==> src/include/dotp_defs.svh <==
// Widths shared by the dot-product unit and its testbench.
// Include this file in any source that sizes operands, the accumulator or the tag.

`ifndef DOTP_DEFS_SVH
`define DOTP_DEFS_SVH

// operand word and result, FP16
`define DOTP_DST_W 16

// one FP8 lane, E5M2 or E4M3
`define DOTP_SRC_W 8

// signed fixed point, LSB weighs 2^-40, top magnitude bit 2^38, plus sign
`define DOTP_ACC_W 80

// user tag carried along with each operation
`define DOTP_TAG_W 4

`endif

==> src/rtl/dotp_pkg.sv <==
// Types for the dot-product unit: operation, FP8 source format,
// rounding mode and the IEEE status flags.
// Modules import it in their body and use scoped names on their ports.

`default_nettype none

package dotp_pkg;

  // --------------------
  // operation select
  // --------------------
  typedef enum logic {
    SDOTP = 1'b0,  // a*b + c*d + e
    VSUM  = 1'b1   // sum of three fp16 words
  } operation_e;

  // fp8 layout of the multiplicands
  typedef enum logic {
    FP8    = 1'b0,  // e5m2, bias 15
    FP8ALT = 1'b1   // e4m3, bias 7
  } src_fmt_e;

  typedef enum logic {
    RNE = 1'b0,  // nearest, ties to even
    RTZ = 1'b1   // toward zero
  } roundmode_e;

  // --------------------
  // status flags
  // --------------------
  typedef struct packed {
    logic nv;  // invalid, nan or inf input
    logic dz;  // never set, no division here
    logic of;  // overflow
    logic uf;  // underflow, flushed to zero
    logic nx;  // inexact
  } status_t;

endpackage

`default_nettype wire

==> src/rtl/dotp_pipe_stage.sv <==
// One valid/ready register slice with flush.
// Chained back to back to build every pipeline stage of the unit;
// ready runs combinationally from the output side back to the input.

`default_nettype none
`timescale 1ns/1ps

module dotp_pipe_stage #(
  parameter int unsigned DataWidth = 1
) (
  input  logic                 clk_i,
  input  logic                 reset_i,
  input  logic                 flush_i,   // drops whatever the slice holds
  input  logic                 valid_i,
  output logic                 ready_o,
  input  logic [DataWidth-1:0] data_i,
  output logic                 valid_o,
  input  logic                 ready_i,
  output logic [DataWidth-1:0] data_o
);

  logic                 valid_q;
  logic [DataWidth-1:0] data_q;   // payload, no reset needed
  logic                 load;

  assign ready_o = ready_i | ~valid_q;  // empty or draining this cycle
  assign load    = valid_i & ready_o;

  // valid bit
  always_ff @(posedge clk_i) begin
    if (reset_i || flush_i) begin
      valid_q <= 1'b0;
    end else if (ready_o) begin
      valid_q <= valid_i;  // take new item or go empty
    end
  end

  // payload only moves on a load
  always_ff @(posedge clk_i) begin
    if (load) begin
      data_q <= data_i;
    end
  end

  assign valid_o = valid_q;
  assign data_o  = data_q;

endmodule

`default_nettype wire

==> src/rtl/dotp_round_pack.sv <==
// Normalizes the signed fixed-point sum, rounds it once to FP16 and
// applies the nan, overflow, underflow and zero rules. Purely combinational,
// the core registers its outputs in the last pipeline stage.

`default_nettype none
`timescale 1ns/1ps
`include "dotp_defs.svh"

module dotp_round_pack (
  input  logic [`DOTP_ACC_W-1:0] acc_i,          // two's complement, LSB = 2^-40
  input  logic                   special_nan_i,  // some input was nan or inf
  input  dotp_pkg::roundmode_e   rnd_mode_i,
  output logic [`DOTP_DST_W-1:0] result_o,
  output dotp_pkg::status_t      status_o
);

  import dotp_pkg::*;

  logic                   sign;
  logic [`DOTP_ACC_W-1:0] mag;
  logic [`DOTP_ACC_W-1:0] norm;      // leading one moved to the msb
  logic [6:0]             lead;      // leading one position
  logic [10:0]            sig;       // hidden bit plus 10 mantissa bits
  logic                   guard;
  logic                   sticky;
  logic                   round_up;
  logic [11:0]            sig_r;     // one extra bit for the rounding carry
  logic [9:0]             man;
  logic signed [8:0]      exp_u;     // unbiased, after rounding

  // --------------------
  // magnitude and lzc
  // --------------------
  assign sign = acc_i[`DOTP_ACC_W-1];
  assign mag  = sign ? -acc_i : acc_i;

  always_comb begin
    lead = '0;
    for (int i = 0; i < `DOTP_ACC_W; i++) begin
      if (mag[i]) lead = 7'(i);  // last hit wins, so the highest one
    end
  end

  assign norm = mag << (7'(`DOTP_ACC_W - 1) - lead);

  // --------------------
  // rounding
  // --------------------
  assign sig      = norm[`DOTP_ACC_W-1 -: 11];
  assign guard    = norm[`DOTP_ACC_W-12];
  assign sticky   = |norm[`DOTP_ACC_W-13:0];
  assign round_up = (rnd_mode_i == RNE) & guard & (sticky | sig[0]);  // rtz never rounds up
  assign sig_r    = {1'b0, sig} + 12'(round_up);
  assign man      = sig_r[11] ? sig_r[10:1] : sig_r[9:0];  // carry gives 1.000..

  // bit 40 of the accumulator weighs 2^0
  assign exp_u = $signed({2'b00, lead}) - 9'sd40 + $signed({8'b0, sig_r[11]});

  // --------------------
  // special cases
  // --------------------
  always_comb begin
    result_o = {sign, 5'(exp_u + 9'sd15), man};  // rebias to 15
    status_o = '0;
    if (special_nan_i) begin
      result_o    = 16'h7E00;  // canonical nan
      status_o.nv = 1'b1;
    end else if (mag == '0) begin
      result_o = '0;  // exact zero is always +0
    end else if (exp_u > 9'sd15) begin
      // at or above 2^16
      result_o    = (rnd_mode_i == RNE) ? {sign, 15'h7C00} : {sign, 15'h7BFF};
      status_o.of = 1'b1;
      status_o.nx = 1'b1;
    end else if (exp_u < -9'sd14) begin
      result_o    = {sign, 15'h0000};  // no subnormal outputs
      status_o.uf = 1'b1;
      status_o.nx = 1'b1;
    end else begin
      status_o.nx = guard | sticky;
    end
  end

endmodule

`default_nettype wire

==> src/rtl/dotp_sdotp_core.sv <==
// Three-stage datapath of the dot-product unit.
// Stage 1 holds the decoded products or fp16 addends, stage 2 the exact
// fixed-point sum, stage 3 the rounded fp16 result with flags and tag.
// Inputs come lane-sliced from the wrapper; op_i picks products or addends.

`default_nettype none
`timescale 1ns/1ps
`include "dotp_defs.svh"

module dotp_sdotp_core (
  input  logic                   clk_i,
  input  logic                   reset_i,
  input  logic [`DOTP_SRC_W-1:0] operand_a_i,
  input  logic [`DOTP_SRC_W-1:0] operand_b_i,
  input  logic [`DOTP_SRC_W-1:0] operand_c_i,
  input  logic [`DOTP_SRC_W-1:0] operand_d_i,
  input  logic [`DOTP_DST_W-1:0] addend0_i,      // vsum only
  input  logic [`DOTP_DST_W-1:0] addend1_i,      // vsum only
  input  logic [`DOTP_DST_W-1:0] dst_operand_i,  // always the third term
  input  dotp_pkg::operation_e   op_i,
  input  dotp_pkg::src_fmt_e     src_fmt_i,
  input  dotp_pkg::roundmode_e   rnd_mode_i,
  input  logic [`DOTP_TAG_W-1:0] tag_i,
  input  logic                   in_valid_i,
  output logic                   in_ready_o,
  input  logic                   flush_i,
  output logic [`DOTP_DST_W-1:0] result_o,
  output dotp_pkg::status_t      status_o,
  output logic [`DOTP_TAG_W-1:0] tag_o,
  output logic                   out_valid_o,
  input  logic                   out_ready_i,
  output logic                   busy_o
);

  import dotp_pkg::*;

  logic [3:0][`DOTP_SRC_W-1:0] fp8_op;   // a, b, c, d
  logic [3:0]                  fp8_spc, fp8_dnz;
  logic [3:0][4:0]             fp8_exp;  // rebiased to 15 for both formats
  logic [3:0][3:0]             fp8_sig;  // 1.mmm, zero if subnormal
  logic [1:0][7:0]             prod;
  logic [2:0][`DOTP_DST_W-1:0] fp16_op;
  logic [2:0]                  fp16_spc;
  logic [2:0][10:0]            fp16_sig;
  logic [2:0]                  t_sgn, s1_sgn;
  logic [2:0][10:0]            t_sig, s1_sig;
  logic [2:0][6:0]             t_sh, s1_sh;   // accumulator bit of the term lsb
  logic                        t_nan, s1_nan, s2_nan, s1_rnd, s2_rnd;
  logic [`DOTP_TAG_W-1:0]      s1_tag, s2_tag;
  logic [2:0][`DOTP_ACC_W-1:0] s2_term;
  logic [`DOTP_ACC_W-1:0]      acc_d, s2_acc;
  logic [`DOTP_DST_W-1:0]      rp_result;
  status_t                     rp_status;
  logic [`DOTP_TAG_W+58:0]                      s1_in, s1_data;
  logic [`DOTP_ACC_W+`DOTP_TAG_W+1:0]           s2_in, s2_data;
  logic [`DOTP_DST_W+$bits(status_t)+`DOTP_TAG_W-1:0] s3_in, s3_data;
  logic s1_valid, s2_valid, s3_valid, s2_ready, s3_ready;

  // --------------------
  // stage 1 decode
  // --------------------
  assign fp8_op  = {operand_d_i, operand_c_i, operand_b_i, operand_a_i};
  assign fp16_op = {dst_operand_i, addend1_i, addend0_i};

  always_comb begin
    for (int i = 0; i < 4; i++) begin
      if (src_fmt_i == FP8) begin  // e5m2, pad mantissa to 3 bits
        fp8_spc[i] = &fp8_op[i][6:2];
        fp8_dnz[i] = fp8_op[i][6:2] == '0;
        fp8_exp[i] = fp8_op[i][6:2];
        fp8_sig[i] = {1'b1, fp8_op[i][1:0], 1'b0};
      end else begin               // e4m3
        fp8_spc[i] = &fp8_op[i][6:3];
        fp8_dnz[i] = fp8_op[i][6:3] == '0;
        fp8_exp[i] = {1'b0, fp8_op[i][6:3]} + 5'd8;
        fp8_sig[i] = {1'b1, fp8_op[i][2:0]};
      end
      if (fp8_dnz[i]) begin        // subnormal counts as zero
        fp8_exp[i] = '0;
        fp8_sig[i] = '0;
      end
    end
    for (int i = 0; i < 3; i++) begin
      fp16_spc[i] = &fp16_op[i][14:10];
      fp16_sig[i] = (fp16_op[i][14:10] == '0) ? 11'd0 : {1'b1, fp16_op[i][9:0]};
    end
  end

  assign prod[0] = fp8_sig[0] * fp8_sig[1];  // exact 8 bit
  assign prod[1] = fp8_sig[2] * fp8_sig[3];

  // term select, fp16 lsb at bit e+15, product lsb at bit ea+eb+4
  always_comb begin
    t_sgn[2] = fp16_op[2][15];
    t_sig[2] = fp16_sig[2];
    t_sh[2]  = {2'b00, fp16_op[2][14:10]} + 7'd15;
    if (op_i == VSUM) begin
      for (int i = 0; i < 2; i++) begin
        t_sgn[i] = fp16_op[i][15];
        t_sig[i] = fp16_sig[i];
        t_sh[i]  = {2'b00, fp16_op[i][14:10]} + 7'd15;
      end
      t_nan = |fp16_spc;
    end else begin
      for (int i = 0; i < 2; i++) begin
        t_sgn[i] = fp8_op[2*i][7] ^ fp8_op[2*i+1][7];
        t_sig[i] = {3'b000, prod[i]};
        t_sh[i]  = {2'b00, fp8_exp[2*i]} + {2'b00, fp8_exp[2*i+1]} + 7'd4;
      end
      t_nan = (|fp8_spc) | fp16_spc[2];
    end
  end

  assign s1_in = {t_nan, rnd_mode_i, tag_i, t_sgn, t_sig, t_sh};

  dotp_pipe_stage #(.DataWidth(`DOTP_TAG_W+59)) u_stage1 (
    .clk_i, .reset_i, .flush_i,
    .valid_i (in_valid_i), .ready_o (in_ready_o), .data_i (s1_in),
    .valid_o (s1_valid),   .ready_i (s2_ready),   .data_o (s1_data)
  );

  assign {s1_nan, s1_rnd, s1_tag, s1_sgn, s1_sig, s1_sh} = s1_data;

  // --------------------
  // stage 2 align, add
  // --------------------
  always_comb begin
    acc_d = '0;
    for (int i = 0; i < 3; i++) begin
      s2_term[i] = {{(`DOTP_ACC_W-11){1'b0}}, s1_sig[i]} << s1_sh[i];
      if (s1_sgn[i]) acc_d = acc_d - s2_term[i];
      else           acc_d = acc_d + s2_term[i];
    end
  end

  assign s2_in = {s1_nan, s1_rnd, s1_tag, acc_d};

  dotp_pipe_stage #(.DataWidth(`DOTP_ACC_W+`DOTP_TAG_W+2)) u_stage2 (
    .clk_i, .reset_i, .flush_i,
    .valid_i (s1_valid), .ready_o (s2_ready), .data_i (s2_in),
    .valid_o (s2_valid), .ready_i (s3_ready), .data_o (s2_data)
  );

  assign {s2_nan, s2_rnd, s2_tag, s2_acc} = s2_data;

  // --------------------
  // stage 3 round
  // --------------------
  dotp_round_pack u_round_pack (
    .acc_i         (s2_acc),
    .special_nan_i (s2_nan),
    .rnd_mode_i    (roundmode_e'(s2_rnd)),
    .result_o      (rp_result),
    .status_o      (rp_status)
  );

  assign s3_in = {rp_result, rp_status, s2_tag};

  dotp_pipe_stage #(.DataWidth(`DOTP_DST_W+$bits(status_t)+`DOTP_TAG_W)) u_stage3 (
    .clk_i, .reset_i, .flush_i,
    .valid_i (s2_valid), .ready_o (s3_ready),    .data_i (s3_in),
    .valid_o (s3_valid), .ready_i (out_ready_i), .data_o (s3_data)
  );

  assign {result_o, status_o, tag_o} = s3_data;
  assign out_valid_o = s3_valid;
  assign busy_o      = s1_valid | s2_valid | s3_valid;  // anything in flight

endmodule

`default_nettype wire

==> src/rtl/dotp_unit_top.sv <==
// Top level of the expanding dot-product unit.
// Exposes the operand words, handshakes, flush and busy to the system.

`default_nettype none
`timescale 1ns/1ps
`include "dotp_defs.svh"

module dotp_unit_top (
  input  logic                        clk_i,
  input  logic                        reset_i,
  input  logic [2:0][`DOTP_DST_W-1:0] operands_i,  // word 2 is the fp16 addend
  input  dotp_pkg::operation_e        op_i,
  input  dotp_pkg::src_fmt_e          src_fmt_i,
  input  dotp_pkg::roundmode_e        rnd_mode_i,
  input  logic [`DOTP_TAG_W-1:0]      tag_i,
  input  logic                        in_valid_i,
  output logic                        in_ready_o,
  input  logic                        flush_i,
  output logic [`DOTP_DST_W-1:0]      result_o,
  output dotp_pkg::status_t           status_o,
  output logic [`DOTP_TAG_W-1:0]      tag_o,
  output logic                        out_valid_o,
  input  logic                        out_ready_i,
  output logic                        busy_o
);

  // --------------------
  // datapath
  // --------------------
  dotp_wrapper u_dotp_wrapper (
    .clk_i, .reset_i, .operands_i, .op_i, .src_fmt_i, .rnd_mode_i, .tag_i,
    .in_valid_i, .in_ready_o, .flush_i,
    .result_o, .status_o, .tag_o, .out_valid_o, .out_ready_i, .busy_o
  );

endmodule

`default_nettype wire

==> src/rtl/dotp_wrapper.sv <==
// Operand steering in front of the dot-product core.
// Cuts the FP8 lanes out of words 0 and 1 for SDOTP, or passes those words
// on as FP16 addends for VSUM. Word 2 always goes in as the FP16 addend.

`default_nettype none
`timescale 1ns/1ps
`include "dotp_defs.svh"

module dotp_wrapper (
  input  logic                        clk_i,
  input  logic                        reset_i,
  input  logic [2:0][`DOTP_DST_W-1:0] operands_i,
  input  dotp_pkg::operation_e        op_i,
  input  dotp_pkg::src_fmt_e          src_fmt_i,
  input  dotp_pkg::roundmode_e        rnd_mode_i,
  input  logic [`DOTP_TAG_W-1:0]      tag_i,
  input  logic                        in_valid_i,
  output logic                        in_ready_o,
  input  logic                        flush_i,
  output logic [`DOTP_DST_W-1:0]      result_o,
  output dotp_pkg::status_t           status_o,
  output logic [`DOTP_TAG_W-1:0]      tag_o,
  output logic                        out_valid_o,
  input  logic                        out_ready_i,
  output logic                        busy_o
);

  import dotp_pkg::*;

  // lane-local operands
  logic [`DOTP_SRC_W-1:0] op_a, op_b, op_c, op_d;
  logic [`DOTP_DST_W-1:0] addend0, addend1;
  logic [`DOTP_DST_W-1:0] dst_operand;

  assign dst_operand = operands_i[2];  // e in sdotp, third addend in vsum

  always_comb begin
    if (op_i == VSUM) begin
      // multiplicands unused, all ones marks the bypass
      op_a    = '1;
      op_b    = '1;
      op_c    = '1;
      op_d    = '1;
      addend0 = operands_i[0];
      addend1 = operands_i[1];
    end else begin
      op_a    = operands_i[0][`DOTP_SRC_W-1:0];            // low byte
      op_b    = operands_i[1][`DOTP_SRC_W-1:0];
      op_c    = operands_i[0][`DOTP_DST_W-1 -: `DOTP_SRC_W];  // high byte
      op_d    = operands_i[1][`DOTP_DST_W-1 -: `DOTP_SRC_W];
      addend0 = '0;
      addend1 = '0;
    end
  end

  dotp_sdotp_core u_dotp_sdotp_core (
    .clk_i,
    .reset_i,
    .operand_a_i   (op_a),
    .operand_b_i   (op_b),
    .operand_c_i   (op_c),
    .operand_d_i   (op_d),
    .addend0_i     (addend0),
    .addend1_i     (addend1),
    .dst_operand_i (dst_operand),
    .op_i,
    .src_fmt_i,   // fp8 layout of a..d
    .rnd_mode_i,
    .tag_i,
    .in_valid_i,
    .in_ready_o,
    .flush_i,
    .result_o,
    .status_o,
    .tag_o,
    .out_valid_o,
    .out_ready_i,
    .busy_o
  );

endmodule

`default_nettype wire

==> config.mk <==
export PLATFORM = sky130hd
export DESIGN_NAME = dotp_unit_top
export DESIGN_NICKNAME = d
export VERILOG_FILES = /design/src/rtl/dotp_pkg.sv /design/src/rtl/dotp_pipe_stage.sv /design/src/rtl/dotp_round_pack.sv /design/src/rtl/dotp_sdotp_core.sv /design/src/rtl/dotp_unit_top.sv /design/src/rtl/dotp_wrapper.sv
export VERILOG_INCLUDE_DIRS = /design/src /design/src/include
export SDC_FILE = /design/constraint.sdc
export NUM_CORES = 2
export LEC_CHECK = 0
export ABC_AREA = 1
export BUFFER_PORTS_ARGS = -buffer_cell sky130_fd_sc_hd__buf_4
export CAP_MARGIN = 10
export CORE_MARGIN = 5
export CORE_UTILIZATION = 50
export DETAILED_ROUTE_END_ITERATION = 10
export GPL_TIMING_DRIVEN = 0
export PLACE_DENSITY = 0.66
export SYNTH_ARGS = -nofsm -noshare
export SYNTH_HDL_FRONTEND = slang
export SYNTH_HIERARCHICAL = 1
export SYNTH_SLANG_ARGS = --single-unit
==> constraint.sdc <==
create_clock -name clk_i -period 10.2 [get_ports clk_i]
set_input_delay 0.51 -clock clk_i [delete_from_list [all_inputs] [get_ports clk_i]]
set_output_delay 0.51 -clock clk_i [all_outputs]
set_load 0.01 [all_outputs]
==> run_results.csv <==
group,metric,value,unit
route,wirelength,181,mm
timing,setup_ws,606,ps
yosys,syn_area_per_cell,5.75,um2
cells_and_area,nets,7588,
route,vias_per_cell,5.98,
clocking,clock_latency,490,ps
yosys,synth_top_area_cell,"nand2_1",
grt,grt_usage,38.7,%
yosys,ys_types,86,
yosys,syn_inst,7149,
clocking,cts_max_level,4,
route,drtPass1Iterations,7,
clocking,cts_root_buf,"clkbuf_16",
clocking,path_clk_slew,100,ps
route,post-route-drc-count,0,
clocking,clockBufferDepth,2,
place,dp_hpwl,154,mm
critical_path,cpMaxStageDelayCell,"buf_1",
critical_path,critPathMaxFanout,10,
critical_path,regToRegSetupSlack,610,ps
grt,grt_overflow,0,
cells_and_area,drive_gt1_share,9.36,%
timing,relSlewSlack,20.3,%
yosys,synth_edf_count,174,
critical_path,cp_common_cell,"inv_2",
route,avgRoutedWirePerCell,21.6,um
power_and_ir_drop,powerDensity,349,nW/um2
place,dp_cells,8310,
power_and_ir_drop,power,15.6,mW
place,pre_cts_ws,-2020,ps
yosys,synth_warnings,6,
die,fp.coreArea,81800,um2
yosys,synth.area.mux_share,0.0974,%
cells_and_area,design_area,44600,um2
clocking,cts_tree,"done",
yosys,yosys.cell_count.top_type,"nand2_1",
yosys,yosysTopAreaCellShare,16.7,%
yosys,async_flop_share,0,%
cells_and_area,seq_area,5290,um2
flow_run,cap_violations,0,
grt,grt_pass1_vias,45249,
critical_path,crit_type,"reg2reg",
timing,whs,187,ps
grt,grt_antenna_before_repair,11,
yosys,synth_xor_area_share,10.0,%
die,boundaryPins,88,
grt,grt_pass1_wl,268,mm
yosys,synth_adder_area_share,7.31,%
run_status,outcome,"finished clean",
critical_path,cp-end-kind,"flop",
place,placed_cell_area,43200,um2
yosys,ys_ff_latch,177,
timing,setup_violations,0,
critical_path,cp.arrival,9840,ps
clocking,cts_hold_buf,0,
route,via_count,50084,
min_path,hold_class,"in2reg",
place,portBuffers,85,
yosys,synth-seq-area-share,12.9,%
cells_and_area,fillCellCount,8785,
critical_path,critPathLaunchType,"flop",
yosys,syn_area,41100,um2
yosys,synth-simple-area-share,43.1,%
timing,period_needed,9590,ps
timing,fin_tns_setup,0,ps
yosys,syn_nets,7442,
clocking,cts_inserted_buffers,17,
timing,finalHoldViolCount,0,
yosys,ys.flop_type,"edfxtp_1",
timing,period_share,94.1,%
yosys,synth_compound_area_share,14.2,%
die,dieHeight,297,um
cells_and_area,syn2layout_area_growth,8.57,%
die,initial_core_util,50.2,%
timing,final_max_slew_viol_count,0,
die,dieArea,88000,um2
power_and_ir_drop,power_leakage,22.7,nW
route,drtIter0Drc,6599,
die,die_x,297,um
route,postRouteAntennaNets,0,
timing,tightestPinTransition,1190,ps
grt,grt_start_max_net_pins,34,
critical_path,required,10440,ps
yosys,synth_common_cells,"nand2_1 (1827), inv_1 (984), nor2_1 (840), nand3_1 (714), a21oi_1 (359)",
cells_and_area,stdcell_count,8379,
timing,fmax,0.104,GHz
clocking,cts_num_sinks,177,
cells_and_area,finish.utilization,54.5,%
yosys,synth_top_family_by_area,"simple AND/OR/NAND/NOR gates",
power_and_ir_drop,irDropWorstVdd,0.000230,V
critical_path,max_stage_delay,640,ps
yosys,ys_top_cells_by_area,"nand2_1 (17%), edfxtp_1 (13%), inv_1 (9.0%)",
timing,skew,29.8,ps
cells_and_area,multi_input_area,31100,um2
die,rows,105,
place,place_congestion,1.13,
[path summary, 6_finish.rpt]
check / start / endpoint / cells after the start
max reg2reg: flop / flop / 61
max: flop / flop / 61
min: operands_i[47] / flop / 1
min reg2reg: flop / flop / 0
[routing by layer]
layer  routed length (um)  GRT usage [%]
met5                   46              0
met4                11100           19.1
met3                20200           8.09
met2                73600           57.6
met1                75900           53.3
[worst max-delay path, delay by kind of cell (launching register included)]
family	cells	cell delay [ps]
compound gates	5	990
fa+ha+maj	3	490
xor+xnor	2	470
simple gates	35	4980
flops	1	430
buf+inv	16	1990
[sequential cells by signal, indices dropped and copies added (netlist names)]
register	cells
u_dotp_wrapper/u_dotp_sdotp_core/u_stage3/valid_o	1
u_dotp_wrapper/u_dotp_sdotp_core/u_stage1/data_o	63
u_dotp_wrapper/u_dotp_sdotp_core/u_stage2/valid_o	1
u_dotp_wrapper/u_dotp_sdotp_core/u_stage3/data_o	25
u_dotp_wrapper/u_dotp_sdotp_core/u_stage1/valid_o	1
u_dotp_wrapper/u_dotp_sdotp_core/u_stage2/data_o	86
[report_power, final]
group	leakage, nW	switching [mW]	internal (mW)
sequential	1.66	0.152	1.29
clock	0.291	0.334	0.348
combinational	20.8	9.29	4.15
total	22.7	9.78	5.79
[area by class of cell]
type	count	area share, %
sequential	177	11.8
clock buffer	17	0.953
clock inverter	14	0.381
antenna	2	0.0112
inverter	1059	8.92
multi-input combinational	5679	69.8
tap	1070	3.00
timing repair buffer	127	2.36
buffer	234	2.74
[placed cells by master (no fill, tap or decap), drive strengths merged, types with 3 or more instances in the layout]
master and n:
inv 1055, xnor2 163, o41ai 4, nand3b 14
o21ai 362, a21boi 19, edfxtp 174, nor2 893
or3 3, clkbuf 99, nor4 53, dfxtp 3
xor2 304, a21o 5, o22ai 8, nor3 99
buf 279, a221oi 6, a211oi 12, a21oi 369
nand4 197, a31oi 104, a22o 9, o21a 22
o21bai 8, clkinv 17, o211ai 33, fa 12
or2 11, nand2 1903, nand3 772, o221ai 7
o2111ai 3, and2 6, o31ai 21, ha 221
a22oi 3, and3 8, mux2i 4
[cells by family (layout without fill, tap and decap cells)]
kind of cell,Yosys count,count (layout)
flip-flops,177,177
buffers and inverters,1293,1451
other,2,4
AO/OA/AOI/OAI,1008,1008
XOR/XNOR,467,467
AND/OR/NAND/NOR,3965,3965
adder cells (fa/ha/maj),233,233
multiplexers,4,4
[repair_timing]
| action | CTS | global route |
|---|---|---|
| pin swaps | 5 | 21 |
| gates resized for setup | 20 | 115 |
| buffers inserted | 5 | 30 |
| setup endpoints to repair | 18 | 18 |
| cloned | 0 | 1 |
(Power assumes the default switching activity.)
